===== src/video_pkg.sv =====
////////////////////////////////////////////////////////////
// Pixel and sync types for the 8-bit video output path
// Colour maths is full-range BT.601 with coefficients x256
////////////////////////////////////////////////////////////
package video_pkg;

  // Widths with a meaning of their own
  typedef logic [7:0]         comp_t;
  typedef logic [15:0]        hdmi_data_t;
  typedef logic signed [8:0]  coef_t;
  typedef logic signed [16:0] prod_t;
  typedef logic signed [17:0] sum_t;

  typedef struct packed {
    comp_t r;
    comp_t g;
    comp_t b;
  } rgb_pixel_t;

  typedef struct packed {
    comp_t y;
    comp_t cb;
    comp_t cr;
  } ycbcr_pixel_t;

  typedef struct packed {
    logic vs;
    logic hs;
  } video_sync_t;

  //////////////////////////////////////////////////////////
  // Pipeline depths, in clock cycles
  localparam int CONV_LATENCY = 3;
  localparam int PACK_LATENCY = 1;
  localparam int PIPE_LATENCY = CONV_LATENCY + PACK_LATENCY;

  //////////////////////////////////////////////////////////
  // Conversion coefficients, scaled by 256
  localparam coef_t KY_R  = 9'sd77;
  localparam coef_t KY_G  = 9'sd150;
  localparam coef_t KY_B  = 9'sd29;
  localparam coef_t KCB_R = -9'sd43;
  localparam coef_t KCB_G = -9'sd85;
  localparam coef_t KCB_B = 9'sd128;
  localparam coef_t KCR_R = 9'sd128;
  localparam coef_t KCR_G = -9'sd107;
  localparam coef_t KCR_B = -9'sd21;

  // Chroma is centred on mid-scale
  localparam sum_t CHROMA_OFFSET = 18'sd128;

endpackage


===== src/wb_regs_pkg.sv =====
////////////////////////////////////////////////////////////
// Wishbone classic types and register map of the video slave
// Byte addresses, 32-bit data, no byte selects
////////////////////////////////////////////////////////////
package wb_regs_pkg;

  typedef logic [3:0]  wb_addr_t;
  typedef logic [31:0] wb_data_t;

  // Request signals from the bus master
  typedef struct packed {
    logic     cyc;
    logic     stb;
    logic     we;
    wb_addr_t adr;
    wb_data_t dat;
  } wb_req_t;

  // Status counters wrap at 16 bits
  typedef logic [15:0] count_t;

  //////////////////////////////////////////////////////////
  // Register map
  localparam wb_addr_t REG_CTRL_ADDR   = 4'h0;
  localparam wb_addr_t REG_FRAMES_ADDR = 4'h4;
  localparam wb_addr_t REG_LINES_ADDR  = 4'h8;

  // REG_CTRL fields
  localparam int CTRL_ENABLE_BIT = 0;

endpackage

===== src/chroma_422_packer.sv =====
////////////////////////////////////////////////////////////
// 4:2:2 packer, Cb on even and Cr on odd pixels of a run
// Chroma is taken from each pixel, not averaged over a pair
////////////////////////////////////////////////////////////
`timescale 1ns/1ps

module chroma_422_packer
  import video_pkg::*;
(
  input  logic         video_clk_148,
  input  logic         video_reset_148,
  input  ycbcr_pixel_t i_pix,
  input  logic         i_de,
  input  logic         i_enable,
  output hdmi_data_t   o_txd,
  output logic         o_de
);

  // Low on the first pixel of every active run
  logic parity_q;

  always_ff @(posedge video_clk_148)
  begin
    if (video_reset_148)
    begin
      parity_q <= 1'b0;
      o_de     <= 1'b0;
      o_txd    <= '0;
    end
    else
    begin
      parity_q <= i_de & ~parity_q;
      o_de     <= i_de & i_enable;
      // Chroma in the upper byte, luma in the lower
      if (i_de && i_enable)
      begin
        o_txd <= {(parity_q ? i_pix.cr : i_pix.cb), i_pix.y};
      end
      else
      begin
        o_txd <= '0;
      end
    end
  end

endmodule


===== src/rgb_to_ycbcr.sv =====
////////////////////////////////////////////////////////////
// Three-stage RGB to YCbCr, one pixel per clock
// Coefficient set keeps all results in 0..255, no clamp
////////////////////////////////////////////////////////////
`timescale 1ns/1ps

module rgb_to_ycbcr
  import video_pkg::*;
(
  input  logic         video_clk_148,
  input  logic         video_reset_148,
  input  rgb_pixel_t   i_rgb,
  input  logic         i_de,
  output ycbcr_pixel_t o_pix,
  output logic         o_de
);

  // Rows are Y, Cb, Cr and columns are R, G, B
  prod_t                   prod_q [3][3];
  sum_t                    sum_q  [3];
  logic [CONV_LATENCY-1:0] de_q;

  // Unsigned component times signed coefficient
  function automatic prod_t mul(input comp_t c, input coef_t k);
    return $signed({1'b0, c}) * k;
  endfunction

  //////////////////////////////////////////////////////////
  // Stage 1, products
  always_ff @(posedge video_clk_148)
  begin
    prod_q[0][0] <= mul(i_rgb.r, KY_R);
    prod_q[0][1] <= mul(i_rgb.g, KY_G);
    prod_q[0][2] <= mul(i_rgb.b, KY_B);
    prod_q[1][0] <= mul(i_rgb.r, KCB_R);
    prod_q[1][1] <= mul(i_rgb.g, KCB_G);
    prod_q[1][2] <= mul(i_rgb.b, KCB_B);
    prod_q[2][0] <= mul(i_rgb.r, KCR_R);
    prod_q[2][1] <= mul(i_rgb.g, KCR_G);
    prod_q[2][2] <= mul(i_rgb.b, KCR_B);
  end

  // Stage 2, sums
  always_ff @(posedge video_clk_148)
  begin
    for (int i = 0; i < 3; i++)
    begin
      sum_q[i] <= sum_t'(prod_q[i][0]) + sum_t'(prod_q[i][1]) + sum_t'(prod_q[i][2]);
    end
  end

  // Stage 3, drop the x256 scale and centre the chroma
  always_ff @(posedge video_clk_148)
  begin
    o_pix.y  <= comp_t'(sum_q[0] >>> 8);
    o_pix.cb <= comp_t'((sum_q[1] >>> 8) + CHROMA_OFFSET);
    o_pix.cr <= comp_t'((sum_q[2] >>> 8) + CHROMA_OFFSET);
  end

  //////////////////////////////////////////////////////////
  // Data enable follows the three stages
  always_ff @(posedge video_clk_148)
  begin
    if (video_reset_148)
    begin
      de_q <= '0;
    end
    else
    begin
      de_q <= {de_q[CONV_LATENCY-2:0], i_de};
    end
  end

  assign o_de = de_q[CONV_LATENCY-1];

endmodule


===== src/sync_delay.sv =====
////////////////////////////////////////////////////////////
// Delays the syncs by DEPTH clocks, DEPTH must be 1 or more
////////////////////////////////////////////////////////////
`timescale 1ns/1ps

module sync_delay
  import video_pkg::*;
#(
  parameter int DEPTH = PIPE_LATENCY
)
(
  input  logic        video_clk_148,
  input  logic        video_reset_148,
  input  video_sync_t i_sync,
  output video_sync_t o_sync
);

  video_sync_t sync_q [DEPTH];

  always_ff @(posedge video_clk_148)
  begin
    if (video_reset_148)
    begin
      for (int i = 0; i < DEPTH; i++)
      begin
        sync_q[i] <= '0;
      end
    end
    else
    begin
      sync_q[0] <= i_sync;
      for (int i = 1; i < DEPTH; i++)
      begin
        sync_q[i] <= sync_q[i-1];
      end
    end
  end

  assign o_sync = sync_q[DEPTH-1];

endmodule


===== src/video_out_ctrl.sv =====
////////////////////////////////////////////////////////////
// Wishbone classic slave, one wait state, ack for one cycle
// Counters see the raw input syncs, not the delayed ones
////////////////////////////////////////////////////////////
`timescale 1ns/1ps

module video_out_ctrl
  import video_pkg::*;
  import wb_regs_pkg::*;
(
  input  logic        video_clk_148,
  input  logic        video_reset_148,
  input  wb_req_t     i_wb,
  input  video_sync_t i_sync,
  input  logic        i_de,
  output logic        o_wb_ack,
  output wb_data_t    o_wb_dat,
  output logic        o_enable
);

  logic     wb_access;
  logic     vs_q;
  logic     de_q;
  logic     vs_rise;
  logic     de_rise;
  count_t   frame_cnt;
  count_t   line_cnt;
  count_t   line_latch;
  wb_data_t rd_data;

  // New request only while ack is low, so each access acks once
  assign wb_access = i_wb.cyc & i_wb.stb & ~o_wb_ack;

  assign vs_rise = i_sync.vs & ~vs_q;
  assign de_rise = i_de & ~de_q;

  //////////////////////////////////////////////////////////
  // Register read mux
  always_comb
  begin
    rd_data = '0;
    case (i_wb.adr)
      REG_CTRL_ADDR:   rd_data[CTRL_ENABLE_BIT] = o_enable;
      REG_FRAMES_ADDR: rd_data[$bits(count_t)-1:0] = frame_cnt;
      REG_LINES_ADDR:  rd_data[$bits(count_t)-1:0] = line_latch;
      default:         rd_data = '0;
    endcase
  end

  //////////////////////////////////////////////////////////
  // Bus side
  always_ff @(posedge video_clk_148)
  begin
    if (video_reset_148)
    begin
      o_wb_ack <= 1'b0;
      o_wb_dat <= '0;
      o_enable <= 1'b0;
    end
    else
    begin
      o_wb_ack <= wb_access;
      if (wb_access)
      begin
        o_wb_dat <= rd_data;
        // Only REG_CTRL is writable
        if (i_wb.we && (i_wb.adr == REG_CTRL_ADDR))
        begin
          o_enable <= i_wb.dat[CTRL_ENABLE_BIT];
        end
      end
    end
  end

  //////////////////////////////////////////////////////////
  // Frame and line counters
  always_ff @(posedge video_clk_148)
  begin
    if (video_reset_148)
    begin
      vs_q       <= 1'b0;
      de_q       <= 1'b0;
      frame_cnt  <= '0;
      line_cnt   <= '0;
      line_latch <= '0;
    end
    else
    begin
      vs_q <= i_sync.vs;
      de_q <= i_de;
      if (vs_rise)
      begin
        frame_cnt  <= frame_cnt + 1'b1;
        line_latch <= line_cnt;
        line_cnt   <= '0;
      end
      else if (de_rise)
      begin
        // Each active run counts as one line
        line_cnt <= line_cnt + 1'b1;
      end
    end
  end

endmodule


===== src/video_out_top.sv =====
////////////////////////////////////////////////////////////
// Video output stage, RGB in and 16-bit YCbCr 4:2:2 out
// No back-pressure, one pixel per clock, PIPE_LATENCY delay
////////////////////////////////////////////////////////////
`timescale 1ns/1ps

module video_out_top
  import video_pkg::*;
  import wb_regs_pkg::*;
(
  input  logic        video_clk_148,
  input  logic        video_reset_148,
  input  rgb_pixel_t  i_rgb,
  input  logic        i_de,
  input  video_sync_t i_sync,
  input  wb_req_t     i_wb,
  output logic        o_wb_ack,
  output wb_data_t    o_wb_dat,
  output hdmi_data_t  o_hdmi_txd,
  output logic        o_hdmi_de,
  output logic        o_hdmi_vsync,
  output logic        o_hdmi_hsync
);

  logic         out_enable;
  ycbcr_pixel_t conv_pix;
  logic         conv_de;
  video_sync_t  sync_dly;

  video_out_ctrl i_video_out_ctrl (
    .video_clk_148   (video_clk_148),
    .video_reset_148 (video_reset_148),
    .i_wb            (i_wb),
    .i_sync          (i_sync),
    .i_de            (i_de),
    .o_wb_ack        (o_wb_ack),
    .o_wb_dat        (o_wb_dat),
    .o_enable        (out_enable)
  );

  rgb_to_ycbcr i_rgb_to_ycbcr (
    .video_clk_148   (video_clk_148),
    .video_reset_148 (video_reset_148),
    .i_rgb           (i_rgb),
    .i_de            (i_de),
    .o_pix           (conv_pix),
    .o_de            (conv_de)
  );

  chroma_422_packer i_chroma_422_packer (
    .video_clk_148   (video_clk_148),
    .video_reset_148 (video_reset_148),
    .i_pix           (conv_pix),
    .i_de            (conv_de),
    .i_enable        (out_enable),
    .o_txd           (o_hdmi_txd),
    .o_de            (o_hdmi_de)
  );

  // Syncs bypass the datapath, delayed to match it
  sync_delay #(
    .DEPTH (PIPE_LATENCY)
  ) i_sync_delay (
    .video_clk_148   (video_clk_148),
    .video_reset_148 (video_reset_148),
    .i_sync          (i_sync),
    .o_sync          (sync_dly)
  );

  assign o_hdmi_vsync = sync_dly.vs;
  assign o_hdmi_hsync = sync_dly.hs;

endmodule


===== config.mk =====
export PLATFORM = sky130hd
export DESIGN_NAME = video_out_top
export DESIGN_NICKNAME = d
export VERILOG_FILES = /design/src/video_pkg.sv /design/src/wb_regs_pkg.sv /design/src/chroma_422_packer.sv /design/src/rgb_to_ycbcr.sv /design/src/sync_delay.sv /design/src/video_out_ctrl.sv /design/src/video_out_top.sv
export SDC_FILE = /design/constraint.sdc
export NUM_CORES = 1
export LEC_CHECK = 0
export CORE_MARGIN = 2
export CORE_UTILIZATION = 35
export CTS_BUF_LIST = sky130_fd_sc_hd__clkbuf_4 sky130_fd_sc_hd__clkbuf_8 sky130_fd_sc_hd__clkbuf_16
export DETAILED_ROUTE_END_ITERATION = 8
export DONT_BUFFER_PORTS = 1
export RECOVER_POWER = 100
export SETUP_SLACK_MARGIN = 0.1
export SYNTH_ARGS = -nofsm -noshare
export SYNTH_HDL_FRONTEND = slang
export SYNTH_SLANG_ARGS = --single-unit

===== constraint.sdc =====
create_clock -name video_clk_148 -period 5.4 [get_ports video_clk_148]
set_input_delay 0.27 -clock video_clk_148 [delete_from_list [all_inputs] [get_ports video_clk_148]]
set_output_delay 0.27 -clock video_clk_148 [all_outputs]
set_load 0.01 [all_outputs]

==> results, run 1 <==
- The clock buffer count from CTS is 27.
- The overflow left after global routing is 0.
- The met2 demand-to-capacity share in global routing is between 20% and 30%.
- For this configuration, the core starts out at a cell density of 35.7%.
- The multi-input logic area is between 9000 and 10,000 um^2.
- The net switching component of the power is about 3.3 mW.
- The area of all sequential standard cells is about 5000 um^2.
- The layout filler cell count is between 4,000 and 5,000.
- The total number of yosys warnings is 0.
- At the worst endpoint, the required time is between 5000 and 6000 ps.
- The smallest clock period supported by the final layout is computed as 3930 ps.
- In the final layout, the share of cells above drive strength 1 is under 10%.
- The checks that failed: capacitance limit, slew limit.
- The total number of placement rows is between 70 and 80.
- The slowest stage of the critical path belongs to the cell sky130_fd_sc_hd__dlygate4sd3_1.
- The die is around 220 um wide.
- Setup violations remaining at the end of the flow were counted as 0.
- The routed via count is ~10,000.
- The critical setup path kind is in2reg.
- The share of total power in combinational logic is a little under half.
- The worst min-delay path class is in2reg.
- Dividing the detail-routed wire length by the instance count gives approximately 15 um.
- The count of nets left with antenna violations after detail routing is 0.
- The share of total power in sequential cells is between 30% and 40%.
- Summed over all cells, the static leakage comes to roughly 8.1 nW.
- Global routing used between 10 and 15% of the available tracks across all layers.
- The number of global-route vias before repair came to around 11,000.
- The unique cell type count in the Yosys netlist is 70.
- In the synthesized netlist, the number of instances is roughly 1,500.
- The first TritonRoute pass finished after 5 iterations.
- The critical path goes through dlygate4sd3_1, inv_1, ha_1, fa_1, fa_1, inv_1, fa_1, inv_1, ha_1, o21a_1, nor2_1, o31ai_1, o41ai_1, xor2_1.
- In this run the worst path has a maximum fanout of 5.
- VDD sags by at most around 540 uV.
- The region available for standard cell placement spans approximately 44,000 um^2.
- In this run the tightest slew margin relative to its limit is -77.0%.
- Wires add up to 33,000 um.
- The mean cell area of the mapped netlist is 10.4 um^2.
- For this design the top-level I/O count stands at 120.
- Of the total power, the share spent switching nets is 37.9%.
- The wire length of the first global-routing pass is between 50,000 and 60,000 um.
- The final critical path takes up a little over 70% of the cycle.
- The cell accounting for the most synthesized area is sky130_fd_sc_hd__dfxtp_1.
- The fraction of the yosys area taken by sequential cells is roughly a third.
- The first routing iteration left around 400 violations.
- Ranked by total cell area, the synthesized netlist is headed by sky130_fd_sc_hd__dfxtp_1 32%, sky130_fd_sc_hd__ha_1 24%, sky130_fd_sc_hd__fa_1 12%, sky130_fd_sc_hd__inv_1 3.8%, sky130_fd_sc_hd__xnor2_1 3.3%.
- The worst slack on hold paths is approximately 14 ps.
- The maximum root-to-sink buffer count is 3.
- The H-tree depth is 1.
- The number of register bits inferred by synthesis is approximately 250.
- The final hold violation count is 0.
- The met3 layer usage reported by global route is approximately 2.3%.
- The number of enable flip-flop cells after synthesis is 0.
- The clock slew seen by the registers of the worst setup and hold paths is 60 ps.
- STA classifies the critical path startpoint as an input port.
- The design draws roughly 8.8 mW.
- The number of gates resized after CTS was 0.
- The flow ran to the end, but the final reports show violations.
- For met1 alone, demand over resource in global routing was between 10% and 20%.
- Adding up every negative setup slack in the final design gives 0 ps.
- The final standard cell area without fillers is approximately 18,000 um^2.
- Setup repair after global routing left no endpoint under its margin.
- In the synthesized netlist the dominant register cell turns out to be sky130_fd_sc_hd__dfxtp_1.
- From synthesis to final layout, the design area changed by 11.0%.
- For this run, design rule violations remaining after detail routing come to 0.
- The clock net in this run drives a total of about 250 sinks.
- The element type at the critical path end is a register.
- Entering global routing, the biggest net connects 63 pins.
- The worst clock skew is just over 30 ps.
- The root buffer cell is sky130_fd_sc_hd__clkbuf_16.
- The sum of buffers and inverters on the critical path is 4.
- The mapped netlist covers 15,800 um^2.
- Routability-driven placement finished with a final weighted congestion of between 0.8 and 0.9.
- The detailed placement HPWL is roughly 26,000 um.
- In this run the biggest area consumer among cell types represents between 30% and 40% of the synthesized area.
- The internal portion of the total power is 5.44 mW.
- The ratio of routed vias to standard cells is about 4.7.
- The placed instances occupy a cell area of 16,500 um^2.
- The number of max-slew violations in the final report is 63.
- The number of port buffers is 0.
- The arrival time at the worst endpoint is ~4400 ps.
- The power density of the placed cells is roughly 500 nW/um^2.
- In this design, the stage delay of the slowest critical-path cell is 700 ps.
- The clock network accounts for 21.4% of the total power.
- The tool flagged a number of max-cap violations equal to 1.
- The clock reaches the later pin of the worst-skew pair after ~570 ps.
- Among cell families on the critical path, the largest total delay comes from adder cells.
- The die is 217 um tall.
- The highest clock frequency the design can meet is roughly 250 MHz.
- TritonCTS built the clock tree.
- The die footprint is between 40,000 and 50,000 um^2.
- The final net count is just over 2,000.
- The pin slew with the least headroom to its limit is 2660 ps.
- The most utilized layer in the global route result is met2.
- The number of antenna violations at the first check in global routing is 1.
- Of all flip-flops after synthesis, the portion carrying an async set or reset was 0%.
- The share of the core filled with cells is 39.6%.
-- flip-flops by register name, summed over array words and instances (netlist names) --
| name | count |
|---|---|
| i_rgb_to_ycbcr.de_q | 3 |
| i_sync_delay.sync_q | 8 |
| i_rgb_to_ycbcr.sum_q | 24 |
| i_video_out_ctrl.o_enable | 1 |
| i_video_out_ctrl.o_wb_dat | 16 |
| i_video_out_ctrl.line_cnt | 16 |
| i_rgb_to_ycbcr.o_pix | 24 |
| i_video_out_ctrl.frame_cnt | 16 |
| i_rgb_to_ycbcr.prod_q | 110 |
| i_chroma_422_packer.o_de | 1 |
| i_chroma_422_packer.parity_q | 1 |
| i_chroma_422_packer.o_txd | 16 |
| i_video_out_ctrl.line_latch | 16 |
| i_video_out_ctrl.o_wb_ack | 1 |
-- cell usage after synthesis, types with 6 or more instances --
| master | number |
|---|---|
| sky130_fd_sc_hd__a211oi_1 | 23 |
| sky130_fd_sc_hd__a21o_1 | 24 |
| sky130_fd_sc_hd__a21oi_1 | 62 |
| sky130_fd_sc_hd__a22oi_1 | 18 |
| sky130_fd_sc_hd__and2_1 | 16 |
| sky130_fd_sc_hd__and3_1 | 7 |
| sky130_fd_sc_hd__buf_4 | 16 |
| sky130_fd_sc_hd__clkbuf_1 | 17 |
| sky130_fd_sc_hd__dfxtp_1 | 253 |
| sky130_fd_sc_hd__fa_1 | 97 |
| sky130_fd_sc_hd__ha_1 | 310 |
| sky130_fd_sc_hd__inv_1 | 160 |
| sky130_fd_sc_hd__mux2i_1 | 11 |
| sky130_fd_sc_hd__nand2_1 | 85 |
| sky130_fd_sc_hd__nand3_1 | 15 |
| sky130_fd_sc_hd__nand3b_1 | 7 |
| sky130_fd_sc_hd__nand4_1 | 12 |
| sky130_fd_sc_hd__nor2_1 | 104 |
| sky130_fd_sc_hd__nor2b_1 | 21 |
| sky130_fd_sc_hd__nor3_1 | 27 |
| sky130_fd_sc_hd__o21a_1 | 12 |
| sky130_fd_sc_hd__o21ai_0 | 29 |
| sky130_fd_sc_hd__or3_1 | 6 |
| sky130_fd_sc_hd__xnor2_1 | 59 |
| sky130_fd_sc_hd__xor2_1 | 47 |
-- area by class of cell --
| class | count | area share [%] |
|---|---|---|
| Antenna cell | 2 | 0.0285 |
| Sequential cell | 253 | 28.8 |
| Inverter | 160 | 3.42 |
| Clock inverter | 15 | 0.889 |
| Tap cell | 592 | 4.21 |
| Timing Repair Buffer | 32 | 1.72 |
| Multi-Input combinational cell | 1089 | 56.6 |
| Clock buffer | 35 | 4.29 |
-- what timing repair did --
item | CTS | global route
setup buffers | 0 | 0
hold buffers | 29 | 0
endpoints found under the hold margin | 91 | 0
-- power groups by stage --
stage	Sequential, mW	Clock [mW]	Combinational (mW)
global route	2.74	2.01	4.84
CTS	2.70	1.94	4.31
finish	2.68	1.88	4.20
global placement	2.74	0	4.14
detailed placement	2.74	0	4.22
floorplan	2.63	0	3.36
-- final timing paths --
kind,to,slack [ps],start,cells after the start
worst max register to register,i_video_out_ctrl.frame_cnt[13]$_SDFFE_PP0P_,2700,i_sync_delay.sync_q[0][1]$_SDFF_PP0_,7
worst max-delay path,i_rgb_to_ycbcr.prod_q[1][32]$_DFF_P_,1470,i_rgb[9],14
worst min-delay path,i_rgb_to_ycbcr.prod_q[0][47]$_DFF_P_,10,i_rgb[23],2
worst min register to register,i_rgb_to_ycbcr.o_pix[0]$_DFF_P_,320,i_rgb_to_ycbcr.sum_q[2][8]$_DFF_P_,0
-- per-layer routing --
metal	vias to the layer above	share of wire, %
li1	5255	-
met1	4888	46
met2	142	47
met3	57	3.5
met4	0	3.5
met5	-	0
-- layout by cell type (no fill, tap or decap), types with 4 or more instances in the layout --
cell type                       Yosys  final
sky130_fd_sc_hd__nand3b_1           7      7
sky130_fd_sc_hd__fa_1              97     97
sky130_fd_sc_hd__o21ai_0           29     34
sky130_fd_sc_hd__and3_1             7      7
sky130_fd_sc_hd__xnor2_1           59     59
sky130_fd_sc_hd__conb_1             1     16
sky130_fd_sc_hd__o211ai_1           5      7
sky130_fd_sc_hd__a211oi_1          23     25
sky130_fd_sc_hd__a22oi_1           18     18
sky130_fd_sc_hd__a31oi_1            5      5
sky130_fd_sc_hd__clkbuf_4           0      5
sky130_fd_sc_hd__and2_0             0      6
sky130_fd_sc_hd__clkbuf_16          0     27
sky130_fd_sc_hd__o21a_1            12     12
sky130_fd_sc_hd__nand2_1           85     85
sky130_fd_sc_hd__clkinv_2           0      7
sky130_fd_sc_hd__nor3_1            27     28
sky130_fd_sc_hd__inv_1            160    160
sky130_fd_sc_hd__nand3_1           15     15
sky130_fd_sc_hd__nor2_1           104    103
sky130_fd_sc_hd__dlygate4sd3_1      0     28
sky130_fd_sc_hd__a21oi_1           62     64
sky130_fd_sc_hd__dfxtp_1          253    253
sky130_fd_sc_hd__ha_1             310    310
sky130_fd_sc_hd__a21o_1            24     24
sky130_fd_sc_hd__and2_1            16     10
sky130_fd_sc_hd__nand4_1           12     12
sky130_fd_sc_hd__mux2i_1           11     11
sky130_fd_sc_hd__xor2_1            47     47
sky130_fd_sc_hd__or3_1              6      6
sky130_fd_sc_hd__o21bai_1           4      4
sky130_fd_sc_hd__nor2b_1           21     21
-- logic make-up (layout without fill, tap and decap cells) --
logic type | Yosys count | after routing | share of synthesized area, %
simple gates | 320 | 320 | 9.57
other cells | 1 | 18 | 0.0237
mux | 12 | 12 | 0.766
xor+xnor | 106 | 106 | 5.86
fa+ha+maj | 407 | 407 | 36.8
buf+inv | 198 | 242 | 5.10
compound gates | 228 | 228 | 9.94
flops | 253 | 253 | 32.0
-- per-stage QoR --
| stage | setup WS, ps | std cells |
|---|---|---|
| after global routing | 1260 | 2176 |
| after floorplan | 1830 | 1540 |
| after detailed placement | 1650 | 2097 |
| final | 1470 | 2178 |
| after CTS | 1460 | 2176 |
| after global placement | 1680 | 2097 |
No activity file was read; power rests on OpenSTA's default activity.
==> inputs of run 2 (changes only) <==
==> constraint.sdc (replaced) <==
create_clock -name video_clk_148 -period 3.2 [get_ports video_clk_148]
set_input_delay 0.16 -clock video_clk_148 [delete_from_list [all_inputs] [get_ports video_clk_148]]
set_output_delay 0.16 -clock video_clk_148 [all_outputs]
set_load 0.01 [all_outputs]
==> results, run 2 (same netlist as run 1, synthesis figures left out) <==
- The library cell used most frequently in the layout, excluding fill and tap cells, is sky130_fd_sc_hd__ha_1.
- The root buffer cell is sky130_fd_sc_hd__clkbuf_16.
- The total leakage power came to 8.51 nW (+4.6%).
- The die footprint was 47,000 um^2 (unchanged).
- The routed design could run at a clock period as short as between 3000 and 4000 ps.
- The top cell types in the final layout, fill and taps aside, are 296 x sky130_fd_sc_hd__ha_1, 253 x sky130_fd_sc_hd__dfxtp_1, 153 x sky130_fd_sc_hd__inv_1, 103 x sky130_fd_sc_hd__nor2_1, 96 x sky130_fd_sc_hd__fa_1.
- The final wirelength is 34,300 um (+4.0%).
- STA classifies the critical path endpoint as a register.
- On the critical path, the stage with the largest delay is an instance of sky130_fd_sc_hd__dlygate4sd3_1.
- The pin slew with the least headroom to its limit came to 2310 ps (-343 ps).
- The total number of placement rows came to 77 (unchanged).
- The die boundary height is 217 um (unchanged).
- For this run, the top clock speed supported by timing is approximately 330 MHz.
- The delay contributed by the slowest stage of the critical path was 570 ps (-130 ps).
- The global-route total usage across every layer was 14.8% (+0.42 points).
- The horizontal die dimension is 217 um (unchanged).
- The peak fanout along the critical path was 8 (+3).
- The final standard cell area without fillers was 18,400 um^2 (+4.9%).
- The final net count is 2,120 (+4.0%).
- The most common cell type on the critical path is sky130_fd_sc_hd__ha_1.
- The number of antenna violations at the first check in global routing is 0 (-1).
- The largest registers in the layout are i_rgb_to_ycbcr.prod_q: 110 flops, i_rgb_to_ycbcr.o_pix: 24 flops, i_rgb_to_ycbcr.sum_q: 24 flops.
- The number of optimization iterations in the first detailed-route pass is 5 (unchanged).
- The overflow left after global routing is 0 (unchanged).
- The number of DRC markers in iteration 0 is 355 (-9.7%).
- The H-tree depth came to 1 (unchanged).
- The total cell area at the placement stage came to 17,200 um^2 (+4.7%).
- The clock buffer count from CTS is 27 (unchanged).
- The starting density of the core is 35.7% (unchanged).
- The arrival time at the worst endpoint is 3500 ps (-860 ps).
- The area growth from synthesis to layout is 16.5%.
- The maximum number of pins on one net before global-route repair is 63 (unchanged).
- The number of buffers inserted by post-CTS setup repair came to 0 (unchanged).
- The worst clock skew was 17.7 ps (-13.1 ps).
- The worst register-to-register path begins at i_rgb_to_ycbcr.prod_q[2][0]$_DFF_P_.
- The final hold violation count is 0 (unchanged).
- The antenna diode instance count is 0 (-2).
- The TritonCTS clock tree is done.
- The run finished, with violations left.
- The total design power is 15.5 mW (+77%).
- The path class of the tightest hold or removal check is in2reg.
- The number of primary I/O pins is 120 (unchanged).
- The wire length of the first global-routing pass is 56,100 um (+3.5%).
- The fraction of the cycle the final worst path needs is 94.3%.
- The final weighted congestion in routability-driven placement is 0.849 (+1.9%).
- The cell count after placement came to 2,170 (+3.5%).
- The critical path goes through ha_1, dlygate4sd3_1, ha_1, ha_1, ha_1, fa_2, a21o_1, a21oi_2, o21ai_0, or4_1, a211o_1, o211ai_2.
- The worst reg2reg path endpoint is i_rgb_to_ycbcr.sum_q[1][15]$_DFF_P_.
- The detail-routed net length per standard cell came to 15.2 um (+0.43%).
- The placement-stage worst setup slack is -224 ps (-1880 ps).
- The worst ir drop on vdd is 421 uV (-22%).
- The number of port buffers is 0 (unchanged).
- The clock sink count came to 253 (unchanged).
- For hold timing, the worst endpoint is i_rgb_to_ycbcr.prod_q[0][31]$_DFF_P_.
- The layout cell share with drive strength beyond 1 is 9.74% (+5.6 points).
- The depth of the worst register-to-register path is 8 (+1).
- The max-capacitance violation count is 1 (unchanged).
- The maximum root-to-sink buffer count is 3 (unchanged).
- The number of max-slew violations in the final report is 63 (unchanged).
- The startpoint identified for the worst hold timing path is i_rgb[14].
- The final reports fail on capacitance limit, slew limit.
- The sum of buffers and inverters on the critical path is 1 (-3).
- The clock latency on the worst-skew pair is 540 ps (-30 ps).
- The number of DRC violations after detailed routing is 0 (unchanged).
- The detailed placement HPWL is 27,300 um (+6.9%).
- The count of nets left with antenna violations after detail routing was 0 (unchanged).
- The number of cells on the worst hold path came to 3 (+1).
- The number of global-route vias before repair is 11,110 (+4.8%).
- The critical setup path kind is in2reg.
- The worst-case register-to-register setup slack is 600 ps (-2100 ps).
- On the critical path the largest part of the delay comes from adder cells.
- The worst path required time is 3680 ps (-2150 ps).
- The total of endpoints with negative setup slack in the final report is 0 (unchanged).
- The relative slew slack was -54.2% (+23 points).
- Setup repair after global routing left no endpoint under its margin.
- The clock slew seen by the registers of the worst setup and hold paths is 60 ps (about the same).
- More flip-flops sit in one register than any other, and that register is i_rgb_to_ycbcr.prod_q.
- The power density of the placed cells is 841 nW/um^2 (+69%).
- The standard cell core area is 44,400 um^2 (unchanged).
- The flip-flop count of the largest register, all copies and words added came to 110 (unchanged).
- The count of cell instances traversed by the critical path is 12 (-2).
- The routed via count is 10,647 (+2.9%).
- The number of standard cells in the final layout excluding fillers is 2,256 (+3.6%).
- The startpoint type of the worst setup path is an input port.
- The ratio of routed vias to standard cells is 4.72 (-0.61%).
- The post-route setup TNS is 0 ps (unchanged).
- The post-layout worst setup margin is 181 ps (-1290 ps).
run 2: changes by cell type in the layout (fill, tap and decap cells not counted), sizes merged:
cell and change:
dlygate4sd3 +8, inv -1, buf +61, clkinv -5, clkinvlp +3, bufinv +1
clkbuf +11, diode -2, clkdlybuf4s25 +2
run 2: cell type report:
cell class              count  area, um^2
clock buffers              35         754
clock inverters            13         176
fillers                  4283       26000
inverters                 160         604
multi-input cells        1089       10200
flip-flops and latches    253        5060
well taps                 592         741
repair buffers            114         932
run 2: through the flow:
stage | utilization (%) | hold WS [ps]
floorplan | - | 188
global placement | 38.8 | 189
detailed placement | 38.8 | 189
CTS | 41.7 | 12.4
global route | 41.5 | 19.1
finish | 41.5 | 30.9
run 2: worst max-delay path by stage:
| stage | endpoint | startpoint |
|---|---|---|
| detailed placement | i_rgb_to_ycbcr.prod_q[1][31]$_DFF_P_ | i_rgb[10] |
| floorplan | i_rgb_to_ycbcr.prod_q[1][31]$_DFF_P_ | i_rgb[12] |
| global route | i_rgb_to_ycbcr.prod_q[1][31]$_DFF_P_ | i_rgb[9] |
| global placement | i_rgb_to_ycbcr.prod_q[1][31]$_DFF_P_ | i_rgb[10] |
| finish | i_rgb_to_ycbcr.prod_q[1][31]$_DFF_P_ | i_rgb[9] |
| CTS | i_rgb_to_ycbcr.prod_q[1][31]$_DFF_P_ | i_rgb[8] |
run 2: repair_timing:
item / in CTS / in global routing
hold endpoints to repair: 99 / 1
hold buffers: 37 / 1
endpoints found under the setup margin: 0 / 4
resized for setup: 0 / 4
run 2: tightest hold or removal path, cell delays in order:
cell	delay, ps
sky130_fd_sc_hd__ha_1	130
sky130_fd_sc_hd__ha_1	160
sky130_fd_sc_hd__xnor2_1	70
run 2: per-layer routing:
layer	vias to the layer above	routed length (um)	GRT usage [%]
li1	5410	-	-
met4	0	928	4.32
met2	147	16900	26.8
met5	-	0	0
met3	59	1050	2.25
met1	5031	15500	18.2
run 2: report_power, final:
part	leakage (nW)	switching (mW)	internal, mW	total (mW)
clock network	0.448	1.31	1.92	3.23
registers	2.10	0.424	4.11	4.54
logic	5.96	4.06	3.68	7.73
